## config.mk

```make
export PLATFORM = sky130hd
export DESIGN_NAME = soc_periph_top
export DESIGN_NICKNAME = d
export VERILOG_FILES = /design/src/rtl/soc_pkg.sv /design/src/rtl/soc_periph_top.sv /design/src/rtl/apb_gpio.sv /design/src/rtl/apb_prci.sv /design/src/rtl/apb_decoder.sv
export VERILOG_INCLUDE_DIRS = /design/src /design/src/include
export SDC_FILE = /design/constraint.sdc
export NUM_CORES = 1
export LEC_CHECK = 0
export BUFFER_PORTS_ARGS = -buffer_cell sky130_fd_sc_hd__buf_2
export CORE_MARGIN = 2
export CORE_UTILIZATION = 25
export DETAILED_ROUTE_END_ITERATION = 16
export PLACE_DENSITY_LB_ADDON = 0.05
export RECOVER_POWER = 25
export SYNTH_ARGS = -nofsm -noshare
export SYNTH_HDL_FRONTEND = slang
export SYNTH_SLANG_ARGS = --single-unit
```

## constraint.sdc

```tcl
create_clock -name i_clk -period 2.3 [get_ports i_clk]
set_input_delay 0.46 -clock i_clk [delete_from_list [all_inputs] [get_ports i_clk]]
set_output_delay 0.46 -clock i_clk [all_outputs]
set_load 0.03 [all_outputs]
```

## src/include/soc_macros.svh

```systemverilog
// Address map and register offsets of the peripheral subsystem
// GPIO width and reset hold length
// Slave select field sits in address bits 11:8

`ifndef SOC_MACROS_SVH
`define SOC_MACROS_SVH

// APB address width on the host port
`define SOC_APB_ADDR_W 12

// Low address bits that form the register offset inside a slave
`define SOC_REG_OFFS_W 8

// Slave windows, 256 bytes each
`define SOC_PRCI_BASE 12'h000
`define SOC_GPIO_BASE 12'h100

// PRCI registers
`define PRCI_REG_STATUS  8'h00
`define PRCI_REG_SOFTRST 8'h04

// GPIO registers
`define GPIO_REG_DIR 8'h00
`define GPIO_REG_OUT 8'h04
`define GPIO_REG_IN  8'h08

// Number of GPIO pins
`define SOC_GPIO_W 12

// Cycles spent in each reset hold phase
`define PRCI_RST_HOLD 16

`endif
```

## src/rtl/soc_pkg.sv

```systemverilog
// Shared types of the peripheral subsystem
// APB request and response structs
// PRCI state encoding and status word layout

`include "soc_macros.svh"

package soc_pkg;

  // Host to slave request
  typedef struct packed {
    logic                         psel;
    logic                         penable;
    logic                         pwrite;
    logic [`SOC_APB_ADDR_W-1:0]   paddr;
    logic [31:0]                  pwdata;
  } apb_in_t;

  // Slave to host response
  // pslverr and prdata only meaningful with pready
  typedef struct packed {
    logic         pready;
    logic         pslverr;
    logic [31:0]  prdata;
  } apb_out_t;

  // Reset sequencer states
  typedef enum logic [1:0] {
    // DDR, debug and system all held after power-on
    PRCI_PWR_HOLD   = 2'd0,
    // DDR released, waiting on calibration
    PRCI_WAIT_CALIB = 2'd1,
    // Everything out of reset
    PRCI_RUN        = 2'd2,
    // System domain held again after soft or debug reset
    PRCI_SYS_HOLD   = 2'd3
  } prci_state_e;

  // STATUS register contents, bit 0 is calib_done
  typedef struct packed {
    prci_state_e  state;
    logic         sys_nrst;
    logic         dbg_nrst;
    logic         ddr_nrst;
    logic         ddr_calib_done;
  } prci_status_t;

endpackage

```

## src/rtl/soc_periph_top.sv

```systemverilog
// Peripheral and reset subsystem top level
// APB decoder, reset controller and GPIO block

`timescale 1ns/1ps

`include "soc_macros.svh"

module soc_periph_top (
  input  logic                   i_clk,
  input  logic                   i_rst,
  input  logic                   i_dmireset,
  input  logic                   i_ddr_calib_done,
  input  soc_pkg::apb_in_t       i_apb,
  output soc_pkg::apb_out_t      o_apb,
  input  logic [`SOC_GPIO_W-1:0] i_gpio,
  output logic [`SOC_GPIO_W-1:0] o_gpio,
  output logic [`SOC_GPIO_W-1:0] o_gpio_dir,
  output logic                   o_ddr_nrst,
  output logic                   o_dbg_nrst,
  output logic                   o_sys_nrst
);

  // Slave-side APB
  soc_pkg::apb_in_t  w_prci_apbi;
  soc_pkg::apb_out_t w_prci_apbo;
  soc_pkg::apb_in_t  w_gpio_apbi;
  soc_pkg::apb_out_t w_gpio_apbo;

  // System reset also feeds GPIO
  logic w_sys_nrst;

  apb_decoder i_apb_decoder (
    .i_clk      (i_clk),
    .i_rst      (i_rst),
    .i_apb      (i_apb),
    .o_apb      (o_apb),
    .o_prci_apb (w_prci_apbi),
    .i_prci_apb (w_prci_apbo),
    .o_gpio_apb (w_gpio_apbi),
    .i_gpio_apb (w_gpio_apbo)
  );

  // Reset control, power-on reset only
  apb_prci i_apb_prci (
    .i_clk            (i_clk),
    .i_rst            (i_rst),
    .i_dmireset       (i_dmireset),
    .i_ddr_calib_done (i_ddr_calib_done),
    .i_apb            (w_prci_apbi),
    .o_apb            (w_prci_apbo),
    .o_ddr_nrst       (o_ddr_nrst),
    .o_dbg_nrst       (o_dbg_nrst),
    .o_sys_nrst       (w_sys_nrst)
  );

  apb_gpio i_apb_gpio (
    .i_clk      (i_clk),
    .i_sys_nrst (w_sys_nrst),
    .i_apb      (w_gpio_apbi),
    .o_apb      (w_gpio_apbo),
    .i_gpio     (i_gpio),
    .o_gpio     (o_gpio),
    .o_gpio_dir (o_gpio_dir)
  );

  assign o_sys_nrst = w_sys_nrst;

endmodule

```

## src/rtl/apb_gpio.sv

```systemverilog
// GPIO block with direction and output registers
// Two-flop synchronizer on the input pins
// APB slave, held in reset by the system domain

`timescale 1ns/1ps

`include "soc_macros.svh"

module apb_gpio (
  input  logic                   i_clk,
  input  logic                   i_sys_nrst,
  input  soc_pkg::apb_in_t       i_apb,
  output soc_pkg::apb_out_t      o_apb,
  input  logic [`SOC_GPIO_W-1:0] i_gpio,
  output logic [`SOC_GPIO_W-1:0] o_gpio,
  output logic [`SOC_GPIO_W-1:0] o_gpio_dir
);

  logic [`SOC_GPIO_W-1:0]     r_dir;
  logic [`SOC_GPIO_W-1:0]     r_out;
  logic [`SOC_GPIO_W-1:0]     r_sync1;
  logic [`SOC_GPIO_W-1:0]     r_sync2;
  logic                       r_ready;
  logic [31:0]                r_rdata;

  logic                       w_setup;
  logic                       w_wr;
  logic [`SOC_REG_OFFS_W-1:0] w_offs;

  assign w_setup = i_apb.psel & ~i_apb.penable;
  // Writes land on the access edge
  assign w_wr    = i_apb.psel & i_apb.penable & i_apb.pwrite;
  assign w_offs  = i_apb.paddr[`SOC_REG_OFFS_W-1:0];

  // Pin inputs, two stages before software sees them
  always_ff @(posedge i_clk) begin
    r_sync1 <= i_gpio;
    r_sync2 <= r_sync1;
  end

  // DIR and OUT, cleared while the system domain is held
  always_ff @(posedge i_clk) begin
    if (!i_sys_nrst) begin
      r_dir <= '0;
      r_out <= '0;
    end else if (w_wr) begin
      case (w_offs)
        `GPIO_REG_DIR: r_dir <= i_apb.pwdata[`SOC_GPIO_W-1:0];
        `GPIO_REG_OUT: r_out <= i_apb.pwdata[`SOC_GPIO_W-1:0];
        // IN is read-only
        default: ;
      endcase
    end
  end

  // No wait states
  always_ff @(posedge i_clk) begin
    if (!i_sys_nrst) begin
      r_ready <= 1'b0;
    end else begin
      r_ready <= w_setup;
    end
  end

  // Register readback, zero-extended
  always_ff @(posedge i_clk) begin
    if (w_setup) begin
      case (w_offs)
        `GPIO_REG_DIR: r_rdata <= 32'(r_dir);
        `GPIO_REG_OUT: r_rdata <= 32'(r_out);
        `GPIO_REG_IN:  r_rdata <= 32'(r_sync2);
        default:       r_rdata <= 32'h0;
      endcase
    end
  end

  assign o_apb.pready  = r_ready;
  assign o_apb.pslverr = 1'b0;
  assign o_apb.prdata  = r_rdata;

  assign o_gpio     = r_out;
  assign o_gpio_dir = r_dir;

endmodule

```

## src/rtl/apb_prci.sv

```systemverilog
// Reset sequencer for the DDR, debug and system domains
// Ordered release after power-on, system re-hold on soft or debug reset
// APB slave with STATUS and SOFTRST registers

`timescale 1ns/1ps

`include "soc_macros.svh"

module apb_prci (
  input  logic              i_clk,
  input  logic              i_rst,
  input  logic              i_dmireset,
  input  logic              i_ddr_calib_done,
  input  soc_pkg::apb_in_t  i_apb,
  output soc_pkg::apb_out_t o_apb,
  output logic              o_ddr_nrst,
  output logic              o_dbg_nrst,
  output logic              o_sys_nrst
);

  // Hold counter runs 0 .. PRCI_RST_HOLD-1
  localparam int CNT_W = $clog2(`PRCI_RST_HOLD);

  soc_pkg::prci_state_e r_state;
  logic [CNT_W-1:0]     r_cnt;
  logic                 r_ddr_nrst;
  logic                 r_dbg_nrst;
  logic                 r_sys_nrst;
  logic                 r_ready;
  logic [31:0]          r_rdata;

  logic                 w_setup;
  logic                 w_access;
  logic [`SOC_REG_OFFS_W-1:0] w_offs;
  logic                 w_softrst_wr;
  logic                 w_sys_req;
  logic                 w_cnt_done;
  soc_pkg::prci_status_t w_status;

  // APB phase decode
  assign w_setup  = i_apb.psel & ~i_apb.penable;
  assign w_access = i_apb.psel & i_apb.penable;
  assign w_offs   = i_apb.paddr[`SOC_REG_OFFS_W-1:0];

  // Soft reset takes effect on the access edge
  assign w_softrst_wr = w_access & i_apb.pwrite & i_apb.pwdata[0] &
                        (w_offs == `PRCI_REG_SOFTRST);

  // Either source puts the system domain back into reset
  assign w_sys_req  = w_softrst_wr | i_dmireset;
  assign w_cnt_done = (r_cnt == CNT_W'(`PRCI_RST_HOLD - 1));

  // Reset sequencer
  always_ff @(posedge i_clk) begin
    if (i_rst) begin
      r_state    <= soc_pkg::PRCI_PWR_HOLD;
      r_cnt      <= '0;
      r_ddr_nrst <= 1'b0;
      r_dbg_nrst <= 1'b0;
      r_sys_nrst <= 1'b0;
    end else begin
      case (r_state)
        soc_pkg::PRCI_PWR_HOLD: begin
          // Power-on hold, then let DDR go
          if (w_cnt_done) begin
            r_state    <= soc_pkg::PRCI_WAIT_CALIB;
            r_ddr_nrst <= 1'b1;
            r_cnt      <= '0;
          end else begin
            r_cnt <= r_cnt + 1'b1;
          end
        end
        soc_pkg::PRCI_WAIT_CALIB: begin
          // Debug and system come up together once DDR is calibrated
          if (i_ddr_calib_done) begin
            r_state    <= soc_pkg::PRCI_RUN;
            r_dbg_nrst <= 1'b1;
            r_sys_nrst <= 1'b1;
          end
        end
        soc_pkg::PRCI_RUN: begin
          if (w_sys_req) begin
            r_state    <= soc_pkg::PRCI_SYS_HOLD;
            r_sys_nrst <= 1'b0;
            r_cnt      <= '0;
          end
        end
        soc_pkg::PRCI_SYS_HOLD: begin
          // Hold restarts while dmireset stays high or on a new soft reset
          if (w_sys_req) begin
            r_cnt <= '0;
          end else if (w_cnt_done) begin
            r_state    <= soc_pkg::PRCI_RUN;
            r_sys_nrst <= 1'b1;
          end else begin
            r_cnt <= r_cnt + 1'b1;
          end
        end
        default: r_state <= soc_pkg::PRCI_PWR_HOLD;
      endcase
    end
  end

  // Status word as seen on a STATUS read
  assign w_status.state          = r_state;
  assign w_status.sys_nrst       = r_sys_nrst;
  assign w_status.dbg_nrst       = r_dbg_nrst;
  assign w_status.ddr_nrst       = r_ddr_nrst;
  assign w_status.ddr_calib_done = i_ddr_calib_done;

  // Access-phase ready, armed on the setup edge
  always_ff @(posedge i_clk) begin
    if (i_rst) begin
      r_ready <= 1'b0;
    end else begin
      r_ready <= w_setup;
    end
  end

  // Read data captured at setup; SOFTRST and holes read as zero
  always_ff @(posedge i_clk) begin
    if (w_setup) begin
      r_rdata <= (w_offs == `PRCI_REG_STATUS) ? 32'(w_status) : 32'h0;
    end
  end

  assign o_apb.pready  = r_ready;
  assign o_apb.pslverr = 1'b0;
  assign o_apb.prdata  = r_rdata;

  assign o_ddr_nrst = r_ddr_nrst;
  assign o_dbg_nrst = r_dbg_nrst;
  assign o_sys_nrst = r_sys_nrst;

endmodule

```

## src/rtl/apb_decoder.sv

```systemverilog
// APB address decoder for the peripheral subsystem
// Routes the host port to PRCI or GPIO by address bits 11:8
// Error response for unmapped addresses

`timescale 1ns/1ps

`include "soc_macros.svh"

module apb_decoder (
  input  logic              i_clk,
  input  logic              i_rst,
  input  soc_pkg::apb_in_t  i_apb,
  output soc_pkg::apb_out_t o_apb,
  output soc_pkg::apb_in_t  o_prci_apb,
  input  soc_pkg::apb_out_t i_prci_apb,
  output soc_pkg::apb_in_t  o_gpio_apb,
  input  soc_pkg::apb_out_t i_gpio_apb
);

  localparam logic [`SOC_APB_ADDR_W-1:0] PRCI_BASE = `SOC_PRCI_BASE;
  localparam logic [`SOC_APB_ADDR_W-1:0] GPIO_BASE = `SOC_GPIO_BASE;
  // Top address bits pick the slave
  localparam int SEL_LSB = `SOC_REG_OFFS_W;

  logic w_hit_prci;
  logic w_hit_gpio;
  logic r_err;

  assign w_hit_prci =
    (i_apb.paddr[`SOC_APB_ADDR_W-1:SEL_LSB] == PRCI_BASE[`SOC_APB_ADDR_W-1:SEL_LSB]);
  assign w_hit_gpio =
    (i_apb.paddr[`SOC_APB_ADDR_W-1:SEL_LSB] == GPIO_BASE[`SOC_APB_ADDR_W-1:SEL_LSB]);

  // Same request to both slaves, psel only where it hits
  always_comb begin
    o_prci_apb      = i_apb;
    o_prci_apb.psel = i_apb.psel & w_hit_prci;
    o_gpio_apb      = i_apb;
    o_gpio_apb.psel = i_apb.psel & w_hit_gpio;
  end

  // Unmapped setup cycle arms the error response
  always_ff @(posedge i_clk) begin
    if (i_rst) begin
      r_err <= 1'b0;
    end else begin
      r_err <= i_apb.psel & ~i_apb.penable & ~w_hit_prci & ~w_hit_gpio;
    end
  end

  // Response mux, address is stable through the access cycle
  always_comb begin
    o_apb.pready  = r_err;
    o_apb.pslverr = r_err;
    o_apb.prdata  = 32'h0;
    if (w_hit_prci) begin
      o_apb = i_prci_apb;
    end else if (w_hit_gpio) begin
      o_apb = i_gpio_apb;
    end
  end

endmodule

```

==> results_dict.tcl, run 1 <==
set metrics [dict create \
    maxClockFrequency_mhz 488 \
    seqPwrFrac 0.450 \
    global_route_wire_length_before_repair_um 13900 \
    start_util 0.256 \
    yosysTopAreaCellShare 0.356 \
    worstPathArrival_ps 1590 \
    power.net_switching_uw 724 \
    critPathCaptureType "output pin" \
    internal_power_uw 2470 \
    max_slew_margin 0.384 \
    p_leak_uw 0.00176 \
    stdcell_count 604 \
    power.switching_fraction 0.227 \
    report.final.slew_viol_count 0 \
    holdWs_ps 212 \
    wl_um 8980 \
    finish.net_count 487 \
    route.detailed.wl_per_inst_um 14.9 \
    unrepaired_setup_endpoints_after_global_routing "false" \
    hold_class "in -> reg" \
    ys_types 48 \
    gp_congestion 0.778 \
    h-tree-depth 3 \
    cts_hold_buffers 0 \
    leading_cell_types_by_total_area_after_synthesis "sky130_fd_sc_hd__dfxtp_1, sky130_fd_sc_hd__edfxtp_1, sky130_fd_sc_hd__mux2i_1" \
    worst_vdd_drop_v 0.000317 \
    antenna_found_initial 0 \
    critPathLaunchType "primary input" \
    timing.final.setup_violations 0 \
    die-area_um2 14400 \
    required_time_worst_endpoint_ps 1840 \
    gr-usage-all-layers 0.132 \
    syn_avg_cell_area_um2 10.0 \
    worst_path_max_delay_cell "sky130_fd_sc_hd__or3_1" \
    finalCriticalPeriod_ps 2050 \
    post-dp-hpwl_um 6560 \
    globalRoute.totalOverflow 0 \
    synth.top_cells.by_count "sky130_fd_sc_hd__dfxtp_1, sky130_fd_sc_hd__nor2_1, sky130_fd_sc_hd__nand2_1, sky130_fd_sc_hd__mux2i_1, sky130_fd_sc_hd__buf_4" \
    cts_root_buffer "sky130_fd_sc_hd__clkbuf_16" \
    grt_max_degree 19 \
    number_of_cells_produced_by_synthesis 336 \
    num_antenna_cells 0 \
    gate_power_share 0.056 \
    worstSkewPairLatency_ps 340 \
    die_w_um 120 \
    cts-root-to-sink-buffers 2 \
    synth.ff_latch_count 78 \
    fin_crit_sh 0.892 \
    worst-setup-path-type "in -> out" \
    portBuffers 83 \
    drtPass1Iterations 4 \
    power.clock.fraction 0.494 \
    path_cells "clkbuf_1 > or3_1 > and2_1 > o21bai_1 > buf_2" \
    drc 0 \
    detailedRoute.firstIterationViolations 111 \
    num_vias 2509 \
    total_i_o_pin_count 124 \
    power_density_nw_per_um2 750 \
    cts_tree "done" \
    area.growth.synth_to_final_pct 26.2 \
    synth_seq_area_share 0.517 \
    max_cap_violations 0 \
    async_reset_ff_frac 0 \
    postCtsSetupBuffers 0 \
    yosysTopAreaCell "sky130_fd_sc_hd__dfxtp_1" \
    worst_path_max_stage_delay_ps 490 \
    placeableCoreArea_um2 13200 \
    detail_route.vias_per_cell 4.15 \
    synth-main-ff-cell "sky130_fd_sc_hd__dfxtp_1" \
    worstMarginPinSlew_ps 923 \
    cts_repair_resize_count 0 \
    count_leader_synth "sky130_fd_sc_hd__dfxtp_1" \
    finalSetupTns_ps 0 \
    clkSinkCount 78 \
    timing.clock.skew_ps 4.79 \
    chipHeight_um 120 \
    syn-cell-area_um2 3370 \
    ys.warnings.count 0 \
    rows 42 \
    number_of_global_route_vias_before_repair 2468 \
    place_inst 588 \
    hold_viol 0 \
    drtAntennaViolNets 0 \
    synth_edf_count 18 \
    critical_path_peak_fanout 8 \
    clock_slew_at_reported_path_ffs_ps 60 \
    numCtsBuffers 9 \
    final_layout_size_suffix_gt1_frac 0.297 \
    result_of_the_run "complete, no violations" \
]
==> cell families (layout without fill, tap and decap cells) <==
family                     after synthesis  count (layout)  synth area share
and+or+nand+nor                        134             134             0.203
DFF                                     78              78             0.517
buffers and inverters                   41             114            0.0757
muxes                                   31              31            0.0924
other                                    1              20           0.00111
AOI/OAI and AO/OA                       50              50             0.107
adders and majority gates                1               1           0.00371
==> final cells by class <==
class,count,area (um2)
flip-flops and latches,78,1740
fillers,1395,8940
clock inverters,5,81.3
repair buffers,97,523
multi-input cells,236,1440
clock buffers,11,243
inverters,1,3.75
well taps,176,220
==> power by group through the flow <==
stage                     logic (uW)  registers, uW  clock network, uW
final                            179           1440               1570
after global placement           182           1470                  0
after global routing             197           1440               1680
after CTS                        184           1440               1620
after floorplan                  140           1460                  0
after detailed placement         183           1470                  0
==> worst max-delay path: cells and delay by family <==
kind	cells	cell delay, ps
buf+inv	2	270
simple gates	2	710
compound gates	1	150
==> path summary, 6_finish.rpt <==
kind                         start               endpoint  slack, ps  cells past startpoint
min                      i_gpio[1]  i_apb_gpio.r_sync1[1]        210                      1
min reg2reg  i_apb_gpio.r_sync1[6]  i_apb_gpio.r_sync2[6]        330                      0
max                      i_apb[41]              o_apb[33]        250                      5
max reg2reg    i_apb_prci.r_cnt[0]    i_apb_prci.r_cnt[1]        510                      5
==> layer usage <==
metal,global-route usage,vias up,share of wire
met5,0,-,0
met4,0.0493,0,0.017
met3,0.0490,9,0.059
met2,0.196,76,0.44
met1,0.174,1140,0.49
li1,-,1284,-
==> per-stage QoR <==
stage	util	instance area (um2)	power [uW]	setup slack, ps
after global placement	0.299	3940	1650	157
after floorplan	-	3440	1600	239
final	0.323	4250	3190	249
after CTS	0.324	4270	3240	233
after detailed placement	0.299	3940	1650	147
after global routing	0.323	4250	3320	137
==> layout by cell type, fill, tap and decap left out, types with 2 or more instances in the layout <==
| cell type | Yosys | final |
|---|---|---|
| sky130_fd_sc_hd__a21boi_2 | 10 | 10 |
| sky130_fd_sc_hd__a31oi_1 | 3 | 3 |
| sky130_fd_sc_hd__conb_1 | 1 | 20 |
| sky130_fd_sc_hd__bufinv_16 | 0 | 2 |
| sky130_fd_sc_hd__nor2b_1 | 12 | 12 |
| sky130_fd_sc_hd__nand3_1 | 3 | 3 |
| sky130_fd_sc_hd__and2_1 | 8 | 8 |
| sky130_fd_sc_hd__a211oi_1 | 3 | 3 |
| sky130_fd_sc_hd__or3_1 | 2 | 2 |
| sky130_fd_sc_hd__mux2i_1 | 30 | 30 |
| sky130_fd_sc_hd__buf_2 | 3 | 81 |
| sky130_fd_sc_hd__nor3_1 | 5 | 5 |
| sky130_fd_sc_hd__clkbuf_1 | 13 | 5 |
| sky130_fd_sc_hd__nand4_1 | 2 | 2 |
| sky130_fd_sc_hd__nand2_1 | 34 | 34 |
| sky130_fd_sc_hd__clkbuf_16 | 0 | 9 |
| sky130_fd_sc_hd__o21ai_0 | 4 | 4 |
| sky130_fd_sc_hd__o22ai_1 | 2 | 2 |
| sky130_fd_sc_hd__a21oi_1 | 17 | 17 |
| sky130_fd_sc_hd__nor2_1 | 47 | 47 |
| sky130_fd_sc_hd__edfxtp_1 | 18 | 18 |
| sky130_fd_sc_hd__buf_4 | 21 | 11 |
| sky130_fd_sc_hd__a221oi_1 | 2 | 2 |
| sky130_fd_sc_hd__dfxtp_1 | 60 | 60 |
| sky130_fd_sc_hd__a21boi_0 | 2 | 2 |
| sky130_fd_sc_hd__and3_1 | 9 | 9 |
==> state kept, by name, indices dropped and copies added (netlist names), 2 cells and up <==
signal and cells:
i_apb_gpio.o_gpio_dir 12, i_apb_gpio.r_sync1 12, i_apb_prci.r_state 2, i_apb_gpio.r_rdata 12
i_apb_prci.r_cnt 4, i_apb_prci.r_rdata 6, i_apb_gpio.o_gpio 12, i_apb_gpio.r_sync2 12
Note: power is estimated with default switching activity, not from simulation.
==> run 2: changes to the inputs <==
- ABC_AREA: unset -> 1
==> results_dict.tcl, run 2 <==
set metrics [dict create \
    result_of_the_run "complete, no violations" \
    total_i_o_pin_count 124 \
    die-area_um2 13400 \
    wl_um 8120 \
    rr_startpoint "i_apb_prci.r_cnt[0]" \
    worstPathArrival_ps 1650 \
    finalCriticalPeriod_ps 2110 \
    detail_route.vias_per_cell 3.95 \
    critPathLaunchType "primary input" \
    synth_seq_area_share 0.557 \
    count_leader_synth "sky130_fd_sc_hd__nor2_1" \
    numCtsBuffers 9 \
    drc 0 \
    clock_slew_at_reported_path_ffs_ps 60 \
    maxClockFrequency_mhz 474 \
    muxShareOfSynthArea 0 \
    cts_tree "done" \
    cts_repair_resize_count 0 \
    worst_r2r_path_depth 8 \
    min_delay_worst_endpoint "i_apb_gpio.r_sync1[6]" \
    finalSetupTns_ps 0 \
    worst-setup-path-type "in -> out" \
    layout.cells.most_common "sky130_fd_sc_hd__buf_2" \
    final_layout_size_suffix_gt1_frac 0.257 \
    detailedRoute.firstIterationViolations 78 \
    critPathCaptureType "output pin" \
    async_reset_ff_frac 0 \
    area.growth.synth_to_final_pct 27.0 \
    placeableCoreArea_um2 12100 \
    worstSkewPairLatency_ps 340 \
    max_cap_violations 0 \
    synth_top_family_by_area "simple AND/OR/NAND/NOR gates" \
    portBuffers 83 \
    clkSinkCount 78 \
    hold_path_depth 1 \
    h-tree-depth 3 \
    required_time_worst_endpoint_ps 1840 \
    timing.final.setup_violations 0 \
    post-dp-hpwl_um 5960 \
    leading_cell_types_by_total_area_after_synthesis "sky130_fd_sc_hd__dfxtp_1, sky130_fd_sc_hd__edfxtp_1, sky130_fd_sc_hd__nor2_1" \
    synth-main-ff-cell "sky130_fd_sc_hd__dfxtp_1" \
    synth_compound_area_frac 0.0828 \
    drtAntennaViolNets 0 \
    hold_viol 0 \
    chipHeight_um 116 \
    synth.ff_latch_count 78 \
    syn-cell-area_um2 3130 \
    worstMarginPinSlew_ps 508 \
    p_leak_uw 0.00179 \
    report.final.slew_viol_count 0 \
    die_w_um 116 \
    hold_class "in -> reg" \
    finish.net_count 520 \
    mostFrequentLayoutCells "sky130_fd_sc_hd__buf_2, sky130_fd_sc_hd__nor2_1, sky130_fd_sc_hd__nand2_1" \
    regToRegSetupSlack_ps 750 \
    yosysTopAreaCell "sky130_fd_sc_hd__dfxtp_1" \
    fin_crit_sh 0.918 \
    yosysTopAreaCellShare 0.384 \
    antenna_found_initial 0 \
    number_of_cells_produced_by_synthesis 365 \
    globalRoute.totalOverflow 0 \
    start_util 0.258 \
    placement.setup.worst_slack_ps 133 \
    power_density_nw_per_um2 790 \
    ys_types 32 \
    rows 40 \
    unrepaired_setup_endpoints_after_global_routing "false" \
    num_antenna_cells 0 \
    cts-root-to-sink-buffers 2 \
    cts_hold_buffers 0 \
    number_of_global_route_vias_before_repair 2330 \
    global_route_wire_length_before_repair_um 12500 \
    post_synth_and_or_nand_nor_area_fraction 0.249 \
    timing.clock.skew_ps 8.19 \
    ys.warnings.count 0 \
    synth_fa_ha_area_frac 0.00400 \
    synth.top_cells.by_count "sky130_fd_sc_hd__nor2_1, sky130_fd_sc_hd__nand2_1, sky130_fd_sc_hd__dfxtp_1, sky130_fd_sc_hd__inv_1, sky130_fd_sc_hd__o21ai_1" \
    critical_path_peak_fanout 8 \
    max_slew_margin 0.660 \
    r2r-end "i_apb_prci.r_cnt[2]" \
    grt_max_degree 27 \
    gp_congestion 0.746 \
    cts_root_buffer "sky130_fd_sc_hd__clkbuf_16" \
    route.detailed.wl_per_inst_um 12.9 \
    postCtsSetupBuffers 0 \
    drtPass1Iterations 4 \
    synth_edf_count 18 \
    syn_avg_cell_area_um2 8.57 \
    num_vias 2483 \
    layout_setup_ws_ps 188 \
    synth-xor-area-share 0.00280 \
    hold_path_startpoint "i_gpio[6]" \
    gr-usage-all-layers 0.129 \
    worst_vdd_drop_v 0.000326 \
]
==> run 2: worst max path at each step <==
stage                           end  depth (start not counted)       from
after global placement     o_apb[3]                          6  i_apb[43]
after CTS                  o_apb[4]                          6  i_apb[43]
final                      o_apb[4]                          6  i_apb[43]
after global routing       o_apb[7]                          6  i_apb[43]
after detailed placement   o_apb[4]                          6  i_apb[43]
after floorplan           o_apb[33]                          5  i_apb[43]
==> run 2: cell type report <==
| class | count | area (um2) |
|---|---|---|
| tap | 168 | 210 |
| clock buffer | 13 | 293 |
| fill | 1332 | 8140 |
| sequential | 78 | 1740 |
| timing repair buffer | 92 | 473 |
| multi-input combinational | 244 | 1130 |
| clock inverter | 2 | 11.3 |
| inverter | 31 | 116 |
==> run 2: power by group <==
part,total (uW),leakage [uW],switching [uW],internal [uW]
registers,1460,0.000691,20.7,1440
clock network,1420,0.000152,536,885
logic,261,0.000945,175,85.4
==> run 2: logic make-up (layout without fill, tap and decap cells) <==
logic type | Yosys count | count (layout)
flops | 78 | 78
fa+ha+maj | 1 | 1
buf+inv | 62 | 138
other cells | 1 | 20
xor+xnor | 1 | 1
compound gates | 45 | 45
simple gates | 177 | 177
==> run 2: layer usage <==
layer	up-vias	track usage	wire length (um)
li1	1308	-	-
met1	1089	0.159	3730
met2	78	0.201	3660
met3	8	0.0560	618
met4	0	0.0468	113
met5	-	0	0
==> run 2: critical path, cell delays in order <==
cell	delay (ps)
sky130_fd_sc_hd__buf_2	90
sky130_fd_sc_hd__nor2_1	120
sky130_fd_sc_hd__nand3_1	270
sky130_fd_sc_hd__inv_1	310
sky130_fd_sc_hd__a22o_1	190
sky130_fd_sc_hd__buf_2	200
==> run 2: stage by stage <==
| step | utilization | total power (uW) | area (um2) | hold slack [ps] | cells |
|---|---|---|---|---|---|
| floorplan | - | 1690 | 3200 | 310 | 384 |
| global placement | 0.304 | 1750 | 3680 | 313 | 613 |
| detailed placement | 0.304 | 1750 | 3680 | 313 | 613 |
| CTS | 0.329 | 3200 | 3990 | 204 | 628 |
| global route | 0.328 | 3290 | 3970 | 203 | 628 |
| finish | 0.328 | 3140 | 3970 | 222 | 628 |
==> run 3: changes to the inputs <==
- CAP_MARGIN: unset -> 20
- CORE_MARGIN: 2 -> 10
- CORE_UTILIZATION: 25 -> 45
==> results_dict.tcl, run 3 (same netlist as run 2, synthesis figures left out) <==
set metrics [dict create \
    result_of_the_run "complete, no violations" \
    drtAntennaViolNets 0 \
    required_time_worst_endpoint_ps 1840 \
    drc 0 \
    chipHeight_um 103 \
    portBuffers 83 \
    post-dp-hpwl_um 5730 \
    power.switching_fraction 0.262 \
    worstMarginPinSlew_ps 528 \
    num_antenna_cells 0 \
    finalSetupTns_ps 0 \
    internal_power_uw 1990 \
    timing.clock.skew_ps 7.52 \
    hold_path_depth 1 \
    placement.setup.worst_slack_ps 200 \
    num_vias 2470 \
    finish.net_count 518 \
    start_util 0.463 \
    cts_repair_resize_count 0 \
    worstSkewPairLatency_ps 340 \
    clock_slew_at_reported_path_ffs_ps 90 \
    max_slew_margin 0.646 \
    gr-usage-all-layers 0.139 \
    numCtsBuffers 9 \
    drtPass1Iterations 4 \
    timing.final.setup_violations 0 \
    seqPwrFrac 0.540 \
    report.final.slew_viol_count 0 \
    postCtsSetupBuffers 0 \
    cts_hold_buffers 0 \
    placeableCoreArea_um2 6760 \
    wl_um 7390 \
    detail_route.vias_per_cell 4.58 \
    grt_max_degree 27 \
    die-area_um2 10700 \
    worstPathArrival_ps 1600 \
    die_w_um 103 \
    rows 30 \
    gate_power_share 0.096 \
    cts_tree "done" \
    number_of_global_route_vias_before_repair 2445 \
    layout_setup_ws_ps 244 \
    globalRoute.totalOverflow 0 \
    hold_viol 0 \
    mostFrequentLayoutCells "sky130_fd_sc_hd__buf_2, sky130_fd_sc_hd__nor2_1, sky130_fd_sc_hd__nand2_1" \
    critPathLaunchType "primary input" \
    detailedRoute.firstIterationViolations 67 \
    worst_vdd_drop_v 0.000469 \
    cts-root-to-sink-buffers 2 \
    total_i_o_pin_count 124 \
    critPathCaptureType "output pin" \
    critical_path_peak_fanout 8 \
    power_density_nw_per_um2 721 \
    p_leak_uw 0.00174 \
    max_cap_violations 0 \
    unrepaired_setup_endpoints_after_global_routing "false" \
    route.detailed.wl_per_inst_um 13.7 \
    antenna_found_initial 0 \
    power.net_switching_uw 706 \
    hold_class "in -> reg" \
    cts_root_buffer "sky130_fd_sc_hd__clkbuf_8" \
    h-tree-depth 3 \
    final_layout_size_suffix_gt1_frac 0.259 \
    clkSinkCount 78 \
    layout.cells.most_common "sky130_fd_sc_hd__buf_2" \
    maxClockFrequency_mhz 486 \
    worst-setup-path-type "in -> out" \
    finalCriticalPeriod_ps 2060 \
    totalPowerFinal_uw 2690 \
    area.growth.synth_to_final_pct 19.4 \
    power.clock.fraction 0.364 \
    worst_r2r_path_depth 8 \
    global_route_wire_length_before_repair_um 11400 \
    fin_crit_sh 0.894 \
    gp_congestion 0.880 \
]
==> run 3: area by class of cell <==
| type | count | area (um2) |
|---|---|---|
| clock buffer | 11 | 153 |
| clock inverter | 5 | 36.3 |
| fill | 660 | 3020 |
| inverter | 31 | 116 |
| multi-input combinational | 244 | 1130 |
| sequential | 78 | 1740 |
| tap | 80 | 100 |
| timing repair buffer | 90 | 460 |
==> run 3: worst paths after layout <==
path / end / start / slack [ps]
worst min-delay path: i_apb_gpio.r_sync1[7] / i_gpio[7] / 210
worst max-delay path: o_apb[3] / i_apb[43] / 240
worst max register to register: i_apb_prci.r_cnt[2] / i_apb_prci.r_cnt[0] / 770
worst min register to register: i_apb_gpio.r_sync2[8] / i_apb_gpio.r_sync1[8] / 330
==> run 3: power by group through the flow <==
stage | Sequential [uW] | Clock (uW) | Combinational (uW)
6_report | 1450 | 981 | 259
5_1_grt | 1460 | 1080 | 288
4_1_cts | 1450 | 1010 | 261
3_5_place_dp | 1490 | 0 | 260
3_3_place_gp | 1480 | 0 | 257
2_1_floorplan | 1490 | 0 | 199
==> run 3: critical path, cell delays in order <==
cell,delay [ps]
sky130_fd_sc_hd__buf_2,100
sky130_fd_sc_hd__nor2_1,120
sky130_fd_sc_hd__nand3_1,240
sky130_fd_sc_hd__inv_1,290
sky130_fd_sc_hd__a22o_1,180
sky130_fd_sc_hd__buf_2,200
==> run 3: stage by stage <==
step                       util  std cells  area (um2)  hold slack (ps)
after floorplan               -        384        3200              310
after detailed placement  0.527        523        3560              312
final                     0.553        539        3740              211
after global placement    0.527        523        3560              311
after CTS                 0.555        539        3750              193
after global routing      0.553        539        3740              181
==> run 3: metal layers <==
layer  routed length [um]  GRT usage
met4                   48     0.0385
met2                 3530      0.233
met1                 3020      0.156
met3                  790     0.0645
met5                    0          0
